**config.mk**
```make
export PLATFORM = sky130hd
export DESIGN_NAME = csrTop
export DESIGN_NICKNAME = d
export VERILOG_FILES = /design/src/hw/csrPkg.sv /design/src/hw/busResponder.sv /design/src/hw/csrTop.sv /design/src/hw/ctrlRegBank.sv /design/src/hw/statusRegs.sv
export SDC_FILE = /design/constraint.sdc
export NUM_CORES = 1
export LEC_CHECK = 0
export BUFFER_PORTS_ARGS = -buffer_cell sky130_fd_sc_hd__buf_2
export CAP_MARGIN = 20
export CORE_MARGIN = 5
export CORE_UTILIZATION = 50
export DETAILED_ROUTE_END_ITERATION = 12
export PLACE_DENSITY_LB_ADDON = 0.25
export RECOVER_POWER = 50
export SLEW_MARGIN = 30
export SYNTH_ARGS = -nofsm -noshare
export SYNTH_HDL_FRONTEND = slang
export SYNTH_HIERARCHICAL = 1
export SYNTH_SLANG_ARGS = --single-unit
```
**constraint.sdc**
```tcl
create_clock -name clk -period 8.6 [get_ports clk]
set_input_delay 2.15 -clock clk [delete_from_list [all_inputs] [get_ports clk]]
set_output_delay 2.15 -clock clk [all_outputs]
set_load 0.03 [all_outputs]
```
**src/hw/csrPkg.sv**
```systemverilog
`default_nettype none

package csrPkg;

    // ****************************************
    // bus types
    // ****************************************
    typedef logic [15:0] sirAddr_t;
    typedef logic [31:0] sirData_t;
    typedef logic [7:0]  wavePos_t;
    typedef logic [15:0] field16_t;
    typedef logic [7:0]  field8_t;

    typedef struct packed {
        logic     sel;
        logic     read;
        sirAddr_t addr;
        sirData_t wdat;
    } sirReq_t;

    typedef struct packed {
        logic     dack;
        sirData_t rdat;
    } sirRsp_t;

    // settings driven to the datapath
    typedef struct packed {
        field16_t horizontalPitch;
        field16_t clutCpi;
        field16_t clutTasCpi;
        field16_t clutTasInr;
        field16_t adcTruncation;
        field8_t  clutMode;
        field8_t  clutSchSw;
        field8_t  clutTasAry;
        field8_t  rfftTruncation;
        logic     firEnable;
        logic     configTrigger;
        sirData_t calibrationIqA;
        sirData_t calibrationIqB;
    } ctrlFields_t;

    // ****************************************
    // address map
    // ****************************************
    localparam sirAddr_t ADDR_PITCH      = 16'h2000;
    localparam sirAddr_t ADDR_CLUT_CPI   = 16'h2004;
    localparam sirAddr_t ADDR_CLUT_MODE  = 16'h2008;
    localparam sirAddr_t ADDR_CLUT_SCH   = 16'h200C;
    localparam sirAddr_t ADDR_TAS_CPI    = 16'h2010;
    localparam sirAddr_t ADDR_TAS_ARY    = 16'h2014;
    localparam sirAddr_t ADDR_TAS_INR    = 16'h2018;
    localparam sirAddr_t ADDR_FIR_EN     = 16'h2048;
    localparam sirAddr_t ADDR_CFG_TRIG   = 16'h204C;
    localparam sirAddr_t ADDR_CAL_A      = 16'h2050;
    localparam sirAddr_t ADDR_CAL_B      = 16'h2054;
    localparam sirAddr_t ADDR_WAVE_POS   = 16'h2058;
    localparam sirAddr_t ADDR_ADC_TRUNC  = 16'h2F00;
    localparam sirAddr_t ADDR_RFFT_TRUNC = 16'h2F04;

    localparam int NUM_CTRL_REGS = 13;

    typedef logic [$clog2(NUM_CTRL_REGS)-1:0] ctrlIdx_t;

    // slot of each control register in the tables below
    localparam int IDX_PITCH      = 0;
    localparam int IDX_CLUT_CPI   = 1;
    localparam int IDX_CLUT_MODE  = 2;
    localparam int IDX_CLUT_SCH   = 3;
    localparam int IDX_TAS_CPI    = 4;
    localparam int IDX_TAS_ARY    = 5;
    localparam int IDX_TAS_INR    = 6;
    localparam int IDX_FIR_EN     = 7;
    localparam int IDX_CFG_TRIG   = 8;
    localparam int IDX_CAL_A      = 9;
    localparam int IDX_CAL_B      = 10;
    localparam int IDX_ADC_TRUNC  = 11;
    localparam int IDX_RFFT_TRUNC = 12;

    localparam sirAddr_t CTRL_ADDRS [NUM_CTRL_REGS] = '{
        ADDR_PITCH, ADDR_CLUT_CPI, ADDR_CLUT_MODE, ADDR_CLUT_SCH,
        ADDR_TAS_CPI, ADDR_TAS_ARY, ADDR_TAS_INR,
        ADDR_FIR_EN, ADDR_CFG_TRIG, ADDR_CAL_A, ADDR_CAL_B,
        ADDR_ADC_TRUNC, ADDR_RFFT_TRUNC
    };

    localparam sirData_t CTRL_RESETS [NUM_CTRL_REGS] = '{
        32'd1000, 32'd1, 32'd0, 32'd0,
        32'd1, 32'd0, 32'd1000,
        32'd0, 32'd0, 32'h0000_1000, 32'hFD78_0C32,
        32'd11, 32'd8
    };

endpackage

`default_nettype wire

```
**src/hw/busResponder.sv**
```systemverilog
`timescale 1ns/1ps
`default_nettype none

module busResponder
(
    input  wire                  clk,
    input  wire                  rst,
    input  wire csrPkg::sirRsp_t ctrlRsp,
    input  wire csrPkg::sirRsp_t statusRsp,
    output csrPkg::sirRsp_t      sirRsp
);

    // ****************************************
    // response merge
    // ****************************************
    // at most one block answers a given address
    // idle blocks hold dack and rdat at zero
    always_ff @(posedge clk)
    begin
        if (rst)
        begin
            sirRsp.dack <= 1'b0;
            sirRsp.rdat <= '0;
        end
        else
        begin
            sirRsp.dack <= ctrlRsp.dack | statusRsp.dack;
            sirRsp.rdat <= ctrlRsp.rdat | statusRsp.rdat;
        end
    end

endmodule

`default_nettype wire

```
**src/hw/csrTop.sv**
```systemverilog
`timescale 1ns/1ps
`default_nettype none

module csrTop
(
    input  wire                   clk,
    input  wire                   rst,
    input  wire csrPkg::sirReq_t  sirReq,
    output csrPkg::sirRsp_t       sirRsp,
    output csrPkg::ctrlFields_t   ctrlFields,
    input  wire csrPkg::wavePos_t curWavePosition
);

    // partial answers of the two register blocks
    csrPkg::sirRsp_t ctrlRsp;
    csrPkg::sirRsp_t statusRsp;

    // ****************************************
    // register blocks decoding in parallel
    // ****************************************
    ctrlRegBank ctrlRegBank_i
    (
        .clk        (clk),
        .rst        (rst),
        .sirReq     (sirReq),
        .partRsp    (ctrlRsp),
        .ctrlFields (ctrlFields)
    );

    // wave position readback
    statusRegs statusRegs_i
    (
        .clk             (clk),
        .rst             (rst),
        .sirReq          (sirReq),
        .partRsp         (statusRsp),
        .curWavePosition (curWavePosition)
    );

    // ****************************************
    // bus response
    // ****************************************
    // last register stage gives two cycles from request to dack
    busResponder busResponder_i
    (
        .clk       (clk),
        .rst       (rst),
        .ctrlRsp   (ctrlRsp),
        .statusRsp (statusRsp),
        .sirRsp    (sirRsp)
    );

endmodule

`default_nettype wire

```
**src/hw/ctrlRegBank.sv**
```systemverilog
`timescale 1ns/1ps
`default_nettype none

module ctrlRegBank
(
    input  wire                   clk,
    input  wire                   rst,
    input  wire csrPkg::sirReq_t  sirReq,
    output csrPkg::sirRsp_t       partRsp,
    output csrPkg::ctrlFields_t   ctrlFields
);

    csrPkg::sirData_t regs [csrPkg::NUM_CTRL_REGS];

    logic             hit;
    csrPkg::ctrlIdx_t hitIdx;
    logic             wrEn;
    logic             rdEn;

    // ****************************************
    // address decode
    // ****************************************
    always_comb
    begin
        hit    = 1'b0;
        hitIdx = '0;
        for (int i = 0; i < csrPkg::NUM_CTRL_REGS; i++)
        begin
            if (sirReq.addr == csrPkg::CTRL_ADDRS[i])
            begin
                hit    = 1'b1;
                hitIdx = csrPkg::ctrlIdx_t'(i);
            end
        end
    end

    assign wrEn = sirReq.sel && !sirReq.read && hit;
    assign rdEn = sirReq.sel && sirReq.read && hit;

    // ****************************************
    // register storage
    // ****************************************
    always_ff @(posedge clk)
    begin
        if (rst)
        begin
            for (int i = 0; i < csrPkg::NUM_CTRL_REGS; i++)
            begin
                regs[i] <= csrPkg::CTRL_RESETS[i];
            end
        end
        else if (wrEn)
        begin
            regs[hitIdx] <= sirReq.wdat;
        end
    end

    // read data sees the value before any same-cycle write
    always_ff @(posedge clk)
    begin
        partRsp.rdat <= rdEn ? regs[hitIdx] : '0;
        if (rst)
        begin
            partRsp.dack <= 1'b0;
        end
        else
        begin
            partRsp.dack <= sirReq.sel && hit;
        end
    end

    // ****************************************
    // datapath fields
    // ****************************************
    // each field is the low bits of its word
    always_comb
    begin
        ctrlFields.horizontalPitch = csrPkg::field16_t'(regs[csrPkg::IDX_PITCH]);
        ctrlFields.clutCpi         = csrPkg::field16_t'(regs[csrPkg::IDX_CLUT_CPI]);
        ctrlFields.clutTasCpi      = csrPkg::field16_t'(regs[csrPkg::IDX_TAS_CPI]);
        ctrlFields.clutTasInr      = csrPkg::field16_t'(regs[csrPkg::IDX_TAS_INR]);
        ctrlFields.adcTruncation   = csrPkg::field16_t'(regs[csrPkg::IDX_ADC_TRUNC]);
        ctrlFields.clutMode        = csrPkg::field8_t'(regs[csrPkg::IDX_CLUT_MODE]);
        ctrlFields.clutSchSw       = csrPkg::field8_t'(regs[csrPkg::IDX_CLUT_SCH]);
        ctrlFields.clutTasAry      = csrPkg::field8_t'(regs[csrPkg::IDX_TAS_ARY]);
        ctrlFields.rfftTruncation  = csrPkg::field8_t'(regs[csrPkg::IDX_RFFT_TRUNC]);
        // single bit enables
        ctrlFields.firEnable       = regs[csrPkg::IDX_FIR_EN][0];
        ctrlFields.configTrigger   = regs[csrPkg::IDX_CFG_TRIG][0];
        ctrlFields.calibrationIqA  = regs[csrPkg::IDX_CAL_A];
        ctrlFields.calibrationIqB  = regs[csrPkg::IDX_CAL_B];
    end

endmodule

`default_nettype wire

```
**src/hw/statusRegs.sv**
```systemverilog
`timescale 1ns/1ps
`default_nettype none

module statusRegs
(
    input  wire                   clk,
    input  wire                   rst,
    input  wire csrPkg::sirReq_t  sirReq,
    output csrPkg::sirRsp_t       partRsp,
    input  wire csrPkg::wavePos_t curWavePosition
);

    csrPkg::wavePos_t holdPos;
    logic             hit;

    assign hit = sirReq.sel && (sirReq.addr == csrPkg::ADDR_WAVE_POS);

    // wave position sampled on every edge
    always_ff @(posedge clk)
    begin
        if (rst)
        begin
            holdPos <= '0;
        end
        else
        begin
            holdPos <= curWavePosition;
        end
    end

    // writes are acknowledged but change nothing
    always_ff @(posedge clk)
    begin
        partRsp.rdat <= (hit && sirReq.read) ? csrPkg::sirData_t'(holdPos) : '0;
        if (rst)
        begin
            partRsp.dack <= 1'b0;
        end
        else
        begin
            partRsp.dack <= hit;
        end
    end

endmodule

`default_nettype wire

```
==> out/qor.txt, run 1 <==
Syn. warnings = 6
vias in the first global route = 16.5k
detailed placer's ending HPWL = 49.0 mm
DR iter-0 viols = 1,925
required arrival time at the worst endpoint = 8.83 ns
number of flops mapped to enable cells by yosys = 476
final worst-path cycle share = 0.766
sum of buffers and inverters on the critical path = 4
minimum period implied by the final worst setup slack = 6.58 ns
Worst setup EP type = flip-flop
largest area contributor in the synthesized netlist = sky130_fd_sc_hd__edfxtp_1
highest attainable clock frequency = 0.152 GHz
GRT Total Usage = 0.265
area of the core = 50,000 um^2
Rows = 82
# fillers = 4,280
input/output buffers = 270
post-cts resize count = 0
H-tree depth reported by CTS = 2
fraction of synthesized cell area in xor and xnor cells = 0
total standard cell area after synthesis = 25,200 um^2
top flip-flop cell by instance count after synthesis = sky130_fd_sc_hd__edfxtp_1
violations in the final reports = capacitance limit, slew limit
number of buffers on the longest clock path = 3
synthesized area divided by synthesized cell count = 12.0 um^2
Setup TNS = 0 ns
data arrival time at the worst-slack endpoint = 6.82 ns
worst slew pin tran = 2.84 ns
NumNets Final = 2,307
most common cell in the synthesized netlist = sky130_fd_sc_hd__edfxtp_1
worst setup slack for register-to-register paths = 6.88 ns
cell class contributing the biggest share of worst-path delay = simple AND/OR/NAND/NOR gates
TritonCTS sink count = 559
post-route antenna net violation count = 0
largest stage delay on the critical path = 1.03 ns
power density over the cells = 213 nW/um^2
Die Span X = 234 um
post-route total power = 5.96 mW
I/O pins = 271
setup slack after placement = 2.22 ns
total iterations of the first detailed-routing run = 6
Max Cap Viol = 2
busiest grt layer = met2
hold buffer count at cts = 0
kind of critical path = in -> reg
grt met1 use = 0.351
clock buffers created by TritonCTS = 57
maximum number of pins on one net before global-route repair = 60
largest vdd supply drop = 154 uV
proportion of synthesized chip area in sequential cells = 0.634
share of flip-flops with an asynchronous set or reset = 0
vertical extent of the die = 234 um
remaining max-slew budget at the tightest pin = -0.895
library cells used by synthesis = 68
leakage power = 10.4 nW
count of buffers added by post-CTS timing repair for setup = 0
CTS clk-pin slew, worst paths = 0.06 ns
TritonCTS clock tree = yes
first-pass GRT wire length = 108 mm
initial antenna violation count = 1
ordered cell list for the critical path = buf_2 > clkbuf_1 > nand2b_1 > nor2_1 > buf_4 > nand2_1 > nor3_1 > buf_4 > or2_2
Diodes inserted = 0
mux cell area share after synthesis = 0.0247
Post-Synth Adder-Cell Area = 0.000398
largest fanout on the critical path = 56
post-synthesis compound-gate area fraction = 0.0864
post-route clock skew = 0.0105 ns
largest family of logic cells by synthesized area = simple AND/OR/NAND/NOR gates
crit-path most repeated cell = sky130_fd_sc_hd__buf_4
number of vias per cell after detailed routing = 5.69
setup repair after global routing missed its margin = no
cell with the largest stage delay on the worst path = sky130_fd_sc_hd__clkbuf_1
GRT met2 Usage = 0.440
number of cells produced by synthesis = 2,103
crit path setup slack, layout = 2.02 ns
Total Wirelength = 74.7 mm
initial core utilization = 0.504
area enclosed by the die boundary = 54,900 um^2
total of flip-flops plus latches after synthesis = 559
total global routing overflow = 0
most instantiated cells after synthesis = sky130_fd_sc_hd__edfxtp_1 (476), sky130_fd_sc_hd__and2_1 (356), sky130_fd_sc_hd__nand2_1 (252)
number of setup violations in the final report = 0
area overhead of the layout relative to synthesis = 11.2%
simple logic cell fraction of the synthesized area = 0.186
share of the synthesized area in the top cell type = 0.568
clock latency of the later-clocked register in the worst-skew pair = 0.62 ns
DRC violation count after routing = 0
global-route track usage on met3 = 0.0471
overall via count from detail_route = 16.9k
share of layout cells above drive strength 1 = 0.0949
final hold violation count = 0
top area cells in the synthesized netlist = sky130_fd_sc_hd__edfxtp_1 (57%), sky130_fd_sc_hd__and2_1 (8.8%), sky130_fd_sc_hd__dfxtp_1 (6.6%)
worst min-delay path category = reg -> reg
Clk Tree Root Cell = sky130_fd_sc_hd__clkbuf_16
number of pins with negative max-slew slack in the final report = 90
average wire per cell in the routed design = 25.2 um
routability cong. = 0.895
result of the run = finished, violations left
crit path launch type = input port
placed cells by master, fill, tap and decap left out, drive strengths merged, types with 5 or more instances in the layout:
cell type  netlist  final
a31oi           21     21
nor2b            8      8
nor2            46     46
a221o            6      6
o311ai           8      8
inv              3      5
nor4             5      5
or2             15     15
o21ai           58     58
a22oi            7      7
o21ba           33     33
nor3            27     27
o2bb2ai          9      9
a21oi           74     74
edfxtp         476    476
nand2          253    253
conb             2     84
o22ai           27     27
o221ai           5      5
a221oi          31     31
clkbuf         127    330
clkinv           0     16
nand2b          36     36
mux2i           62     62
and2           356    356
a211oi          15     15
or4              5      5
and3            40     40
buf            174     59
dfxtp           83     83
nand3           55     55
worst min-delay path, cell delays in order (launching register included):
cell and delay, ns:
sky130_fd_sc_hd__dfxtp_1 0.30, sky130_fd_sc_hd__nand2_1 0.06, sky130_fd_sc_hd__nor3_1 0.04
logic make-up (layout without fill, tap and decap cells):
group	Yosys count	in the layout
other	2	84
AOI/OAI and AO/OA	313	313
adders and majority gates	1	1
buffers and inverters	304	415
DFF	559	559
muxes	62	62
and+or+nand+nor	862	862
report_power, final:
part | switching (mW) | leakage [nW] | internal (mW)
clock network | 1.05 | 0.940 | 1.44
logic | 0.268 | 4.20 | 0.0680
registers | 0.0635 | 5.23 | 3.07
total | 1.38 | 10.4 | 4.58
flip-flops by register name, indices dropped and copies added, names as in the netlist:
| register | count |
|---|---|
| busResponder_i/sirRsp | 33 |
| ctrlRegBank_i/partRsp | 33 |
| ctrlRegBank_i/regs | 476 |
| statusRegs_i/holdPos | 8 |
| statusRegs_i/partRsp | 9 |
final timing paths:
kind | start | end | cells after the start
max | rst | ctrlRegBank_i/regs[2][11] | 9
min | statusRegs_i/holdPos[6] | statusRegs_i/partRsp[6] | 2
max reg2reg | ctrlRegBank_i/regs[1][3] | ctrlRegBank_i/partRsp[3] | 4
min reg2reg | statusRegs_i/holdPos[6] | statusRegs_i/partRsp[6] | 2
per-layer routing:
layer  share of wire  vias to the layer above
met5         0.00017                        -
met4           0.043                        2
met3           0.091                      163
met2            0.48                      916
met1            0.39                     8288
li1                -                     7528
per-stage QoR:
stage                util  instances  hold slack, ns  cell area (um^2)
finish              0.560       2968           0.439             28000
global route        0.560       2968           0.454             28000
CTS                 0.566       2967           0.435             28300
detailed placement  0.528       2859           0.415             26400
global placement    0.527       2858           0.424             26300
floorplan               -       2185           0.409             25500
layout make-up:
type / count / area, um^2 / area share
clock buffers: 85 / 1680 / 0.0600
inverters: 3 / 11.3 / 0.000403
well taps: 672 / 841 / 0.0301
multi-input cells: 1322 / 7950 / 0.284
repair buffers: 304 / 1330 / 0.0474
clock inverters: 23 / 213 / 0.00760
flip-flops and latches: 559 / 16000 / 0.570
Power figures use the tool's default switching activity.
==> run 2: changes to the inputs <==
clock period = 6.15 ns   (was 8.6 ns; I/O delays follow)
==> out/qor.txt, run 2 (synthesis gave the netlist of run 1 again) <==
number of buffers on the longest clock path = 3
largest fanout on the critical path = 39
highest attainable clock frequency = 0.189 GHz
average wire per cell in the routed design = 25.5 um
largest vdd supply drop = 245 uV
maximum number of pins on one net before global-route repair = 56
cell class contributing the biggest share of worst-path delay = buffers and inverters
TritonCTS clock tree = yes
detailed placer's ending HPWL = 48.7 mm
Max Cap Viol = 11
violations in the final reports = capacitance limit, slew limit
total global routing overflow = 0
worst slew pin tran = 2.66 ns
post-cts resize count = 0
Setup TNS = 0 ns
worst min-delay path category = reg -> reg
Clk Tree Root Cell = sky130_fd_sc_hd__clkbuf_16
first-pass GRT wire length = 109 mm
total iterations of the first detailed-routing run = 6
count of buffers added by post-CTS timing repair for setup = 0
Worst setup EP type = flip-flop
worst setup slack for register-to-register paths = 4.32 ns
crit path launch type = input port
number of setup violations in the final report = 0
overall via count from detail_route = 17.1k
met3 routed WL = 6.71 mm
commonest non-fill, non-tap cell in the layout = sky130_fd_sc_hd__edfxtp_1
DRC violation count after routing = 0
vias in the first global route = 16.9k
post-route antenna net violation count = 0
minimum period implied by the final worst setup slack = 5.29 ns
initial antenna violation count = 5
number of pins with negative max-slew slack in the final report = 377
area enclosed by the die boundary = 54,900 um^2
area of the core = 50,000 um^2
area of the multi-input gates = 7920 um^2
result of the run = finished, violations left
share of layout cells above drive strength 1 = 0.0849
Total Wirelength = 76.1 mm
Die Span X = 234 um
cell with the largest stage delay on the worst path = sky130_fd_sc_hd__clkbuf_1
H-tree depth reported by CTS = 2
crit-path most repeated cell = sky130_fd_sc_hd__clkbuf_1
post-route total power = 8.17 mW
Rows = 82
# fillers = 4,269
area overhead of the layout relative to synthesis = 10.9%
number of vias per cell after detailed routing = 5.73
remaining max-slew budget at the tightest pin = -0.772
sum of buffers and inverters on the critical path = 3
I/O pins = 271
TritonCTS sink count = 559
initial core utilization = 0.504
CTS clk-pin slew, worst paths = 0.06 ns
power density over the cells = 293 nW/um^2
routability cong. = 0.929
flip-flop count of the largest register after layout = 476
FF+latch area = 16,000 um^2
vertical extent of the die = 234 um
setup repair after global routing missed its margin = no
largest stage delay on the critical path = 1.64 ns
largest registers ranked by flip-flop count = ctrlRegBank_i/regs x476, busResponder_i/sirRsp x33, ctrlRegBank_i/partRsp x33
most used cells in the layout excluding fill and tap cells = sky130_fd_sc_hd__edfxtp_1 (476), sky130_fd_sc_hd__clkbuf_1 (281), sky130_fd_sc_hd__and2_1 (260), sky130_fd_sc_hd__nand2_1 (253), sky130_fd_sc_hd__and2_0 (95)
total length of routed met2 wires = 37.4 mm
input/output buffers = 270
clock buffers created by TritonCTS = 56
NumNets Final = 2,320
DR iter-0 viols = 1,869
final hold violation count = 0
required arrival time at the worst endpoint = 6.61 ns
clock latency of the later-clocked register in the worst-skew pair = 0.62 ns
data arrival time at the worst-slack endpoint = 5.75 ns
GRT Total Usage = 0.269
kind of critical path = in -> reg
highest signal layer in the routed design = met5
met1 WL = 29.6 mm
leakage power = 10.3 nW
ordered cell list for the critical path = clkbuf_1 > or4b_2 > nor4_1 > clkbuf_1 > a21o_1 > nor3_2 > buf_4 > o22ai_1 > o311ai_1
hold buffer count at cts = 0
final worst-path cycle share = 0.860
register containing the most flip-flops in the final layout = ctrlRegBank_i/regs
post-route clock skew = 0.0157 ns
-- run 2: cell count changes in the layout (fill, tap and decap cells not counted), sizes merged --
| cell | previous run | this run |
|---|---|---|
| inv | 5 | 6 |
| bufinv | 3 | 1 |
| diode | 0 | 1 |
| buf | 59 | 61 |
| clkinvlp | 2 | 0 |
| clkbuf | 330 | 350 |
| clkinv | 16 | 9 |
-- run 2: power breakdown --
group	leakage (nW)	switching, mW	internal (mW)
sequential	5.23	0.0844	4.29
clock	0.868	1.42	1.90
combinational	4.18	0.382	0.0975
-- run 2: worst reg2reg max path, stage by stage, from the launching register on --
cell and delay, ns:
sky130_fd_sc_hd__edfxtp_1 0.39, sky130_fd_sc_hd__mux2i_1 0.17, sky130_fd_sc_hd__o21ai_0 0.10, sky130_fd_sc_hd__a211oi_1 0.74, sky130_fd_sc_hd__o22ai_1 0.25
-- run 2: worst paths after layout --
path,endpoint,startpoint,cells past startpoint
worst max-delay path,ctrlRegBank_i/partRsp[14],sirReq[35],9
worst min-delay path,statusRegs_i/partRsp[3],statusRegs_i/holdPos[3],2
worst max register to register,ctrlRegBank_i/partRsp[1],ctrlRegBank_i/regs[3][1],4
worst min register to register,statusRegs_i/partRsp[3],statusRegs_i/holdPos[3],2
-- run 2: layout make-up --
| cell class | count | share of cell area |
|---|---|---|
| sequential | 559 | 0.572 |
| inverter | 3 | 0.000404 |
| tap | 672 | 0.0301 |
| multi-input combinational | 1322 | 0.284 |
| antenna | 1 | 0.0000897 |
| clock inverter | 13 | 0.00341 |
| clock buffer | 93 | 0.0603 |
| timing repair buffer | 318 | 0.0501 |
-- run 2: per-stage QoR --
| step | hold slack (ns) | std cells | util | worst slack, ns | area, um^2 |
|---|---|---|---|---|---|
| after global routing | 0.453 | 2980 | 0.558 | 0.726 | 27900 |
| after detailed placement | 0.420 | 2873 | 0.530 | 0.793 | 26500 |
| after global placement | 0.425 | 2873 | 0.530 | 0.840 | 26500 |
| after CTS | 0.432 | 2979 | 0.566 | 1.44 | 28300 |
| final | 0.431 | 2981 | 0.558 | 0.860 | 27900 |
| after floorplan | 0.409 | 2185 | - | 1.66 | 25500 |
-- run 2: routing by layer --
metal | global-route usage | vias up
met5 | 0 | -
li1 | - | 7552
met3 | 0.0476 | 159
met1 | 0.355 | 8471
met4 | 0.0870 | 2
met2 | 0.456 | 891
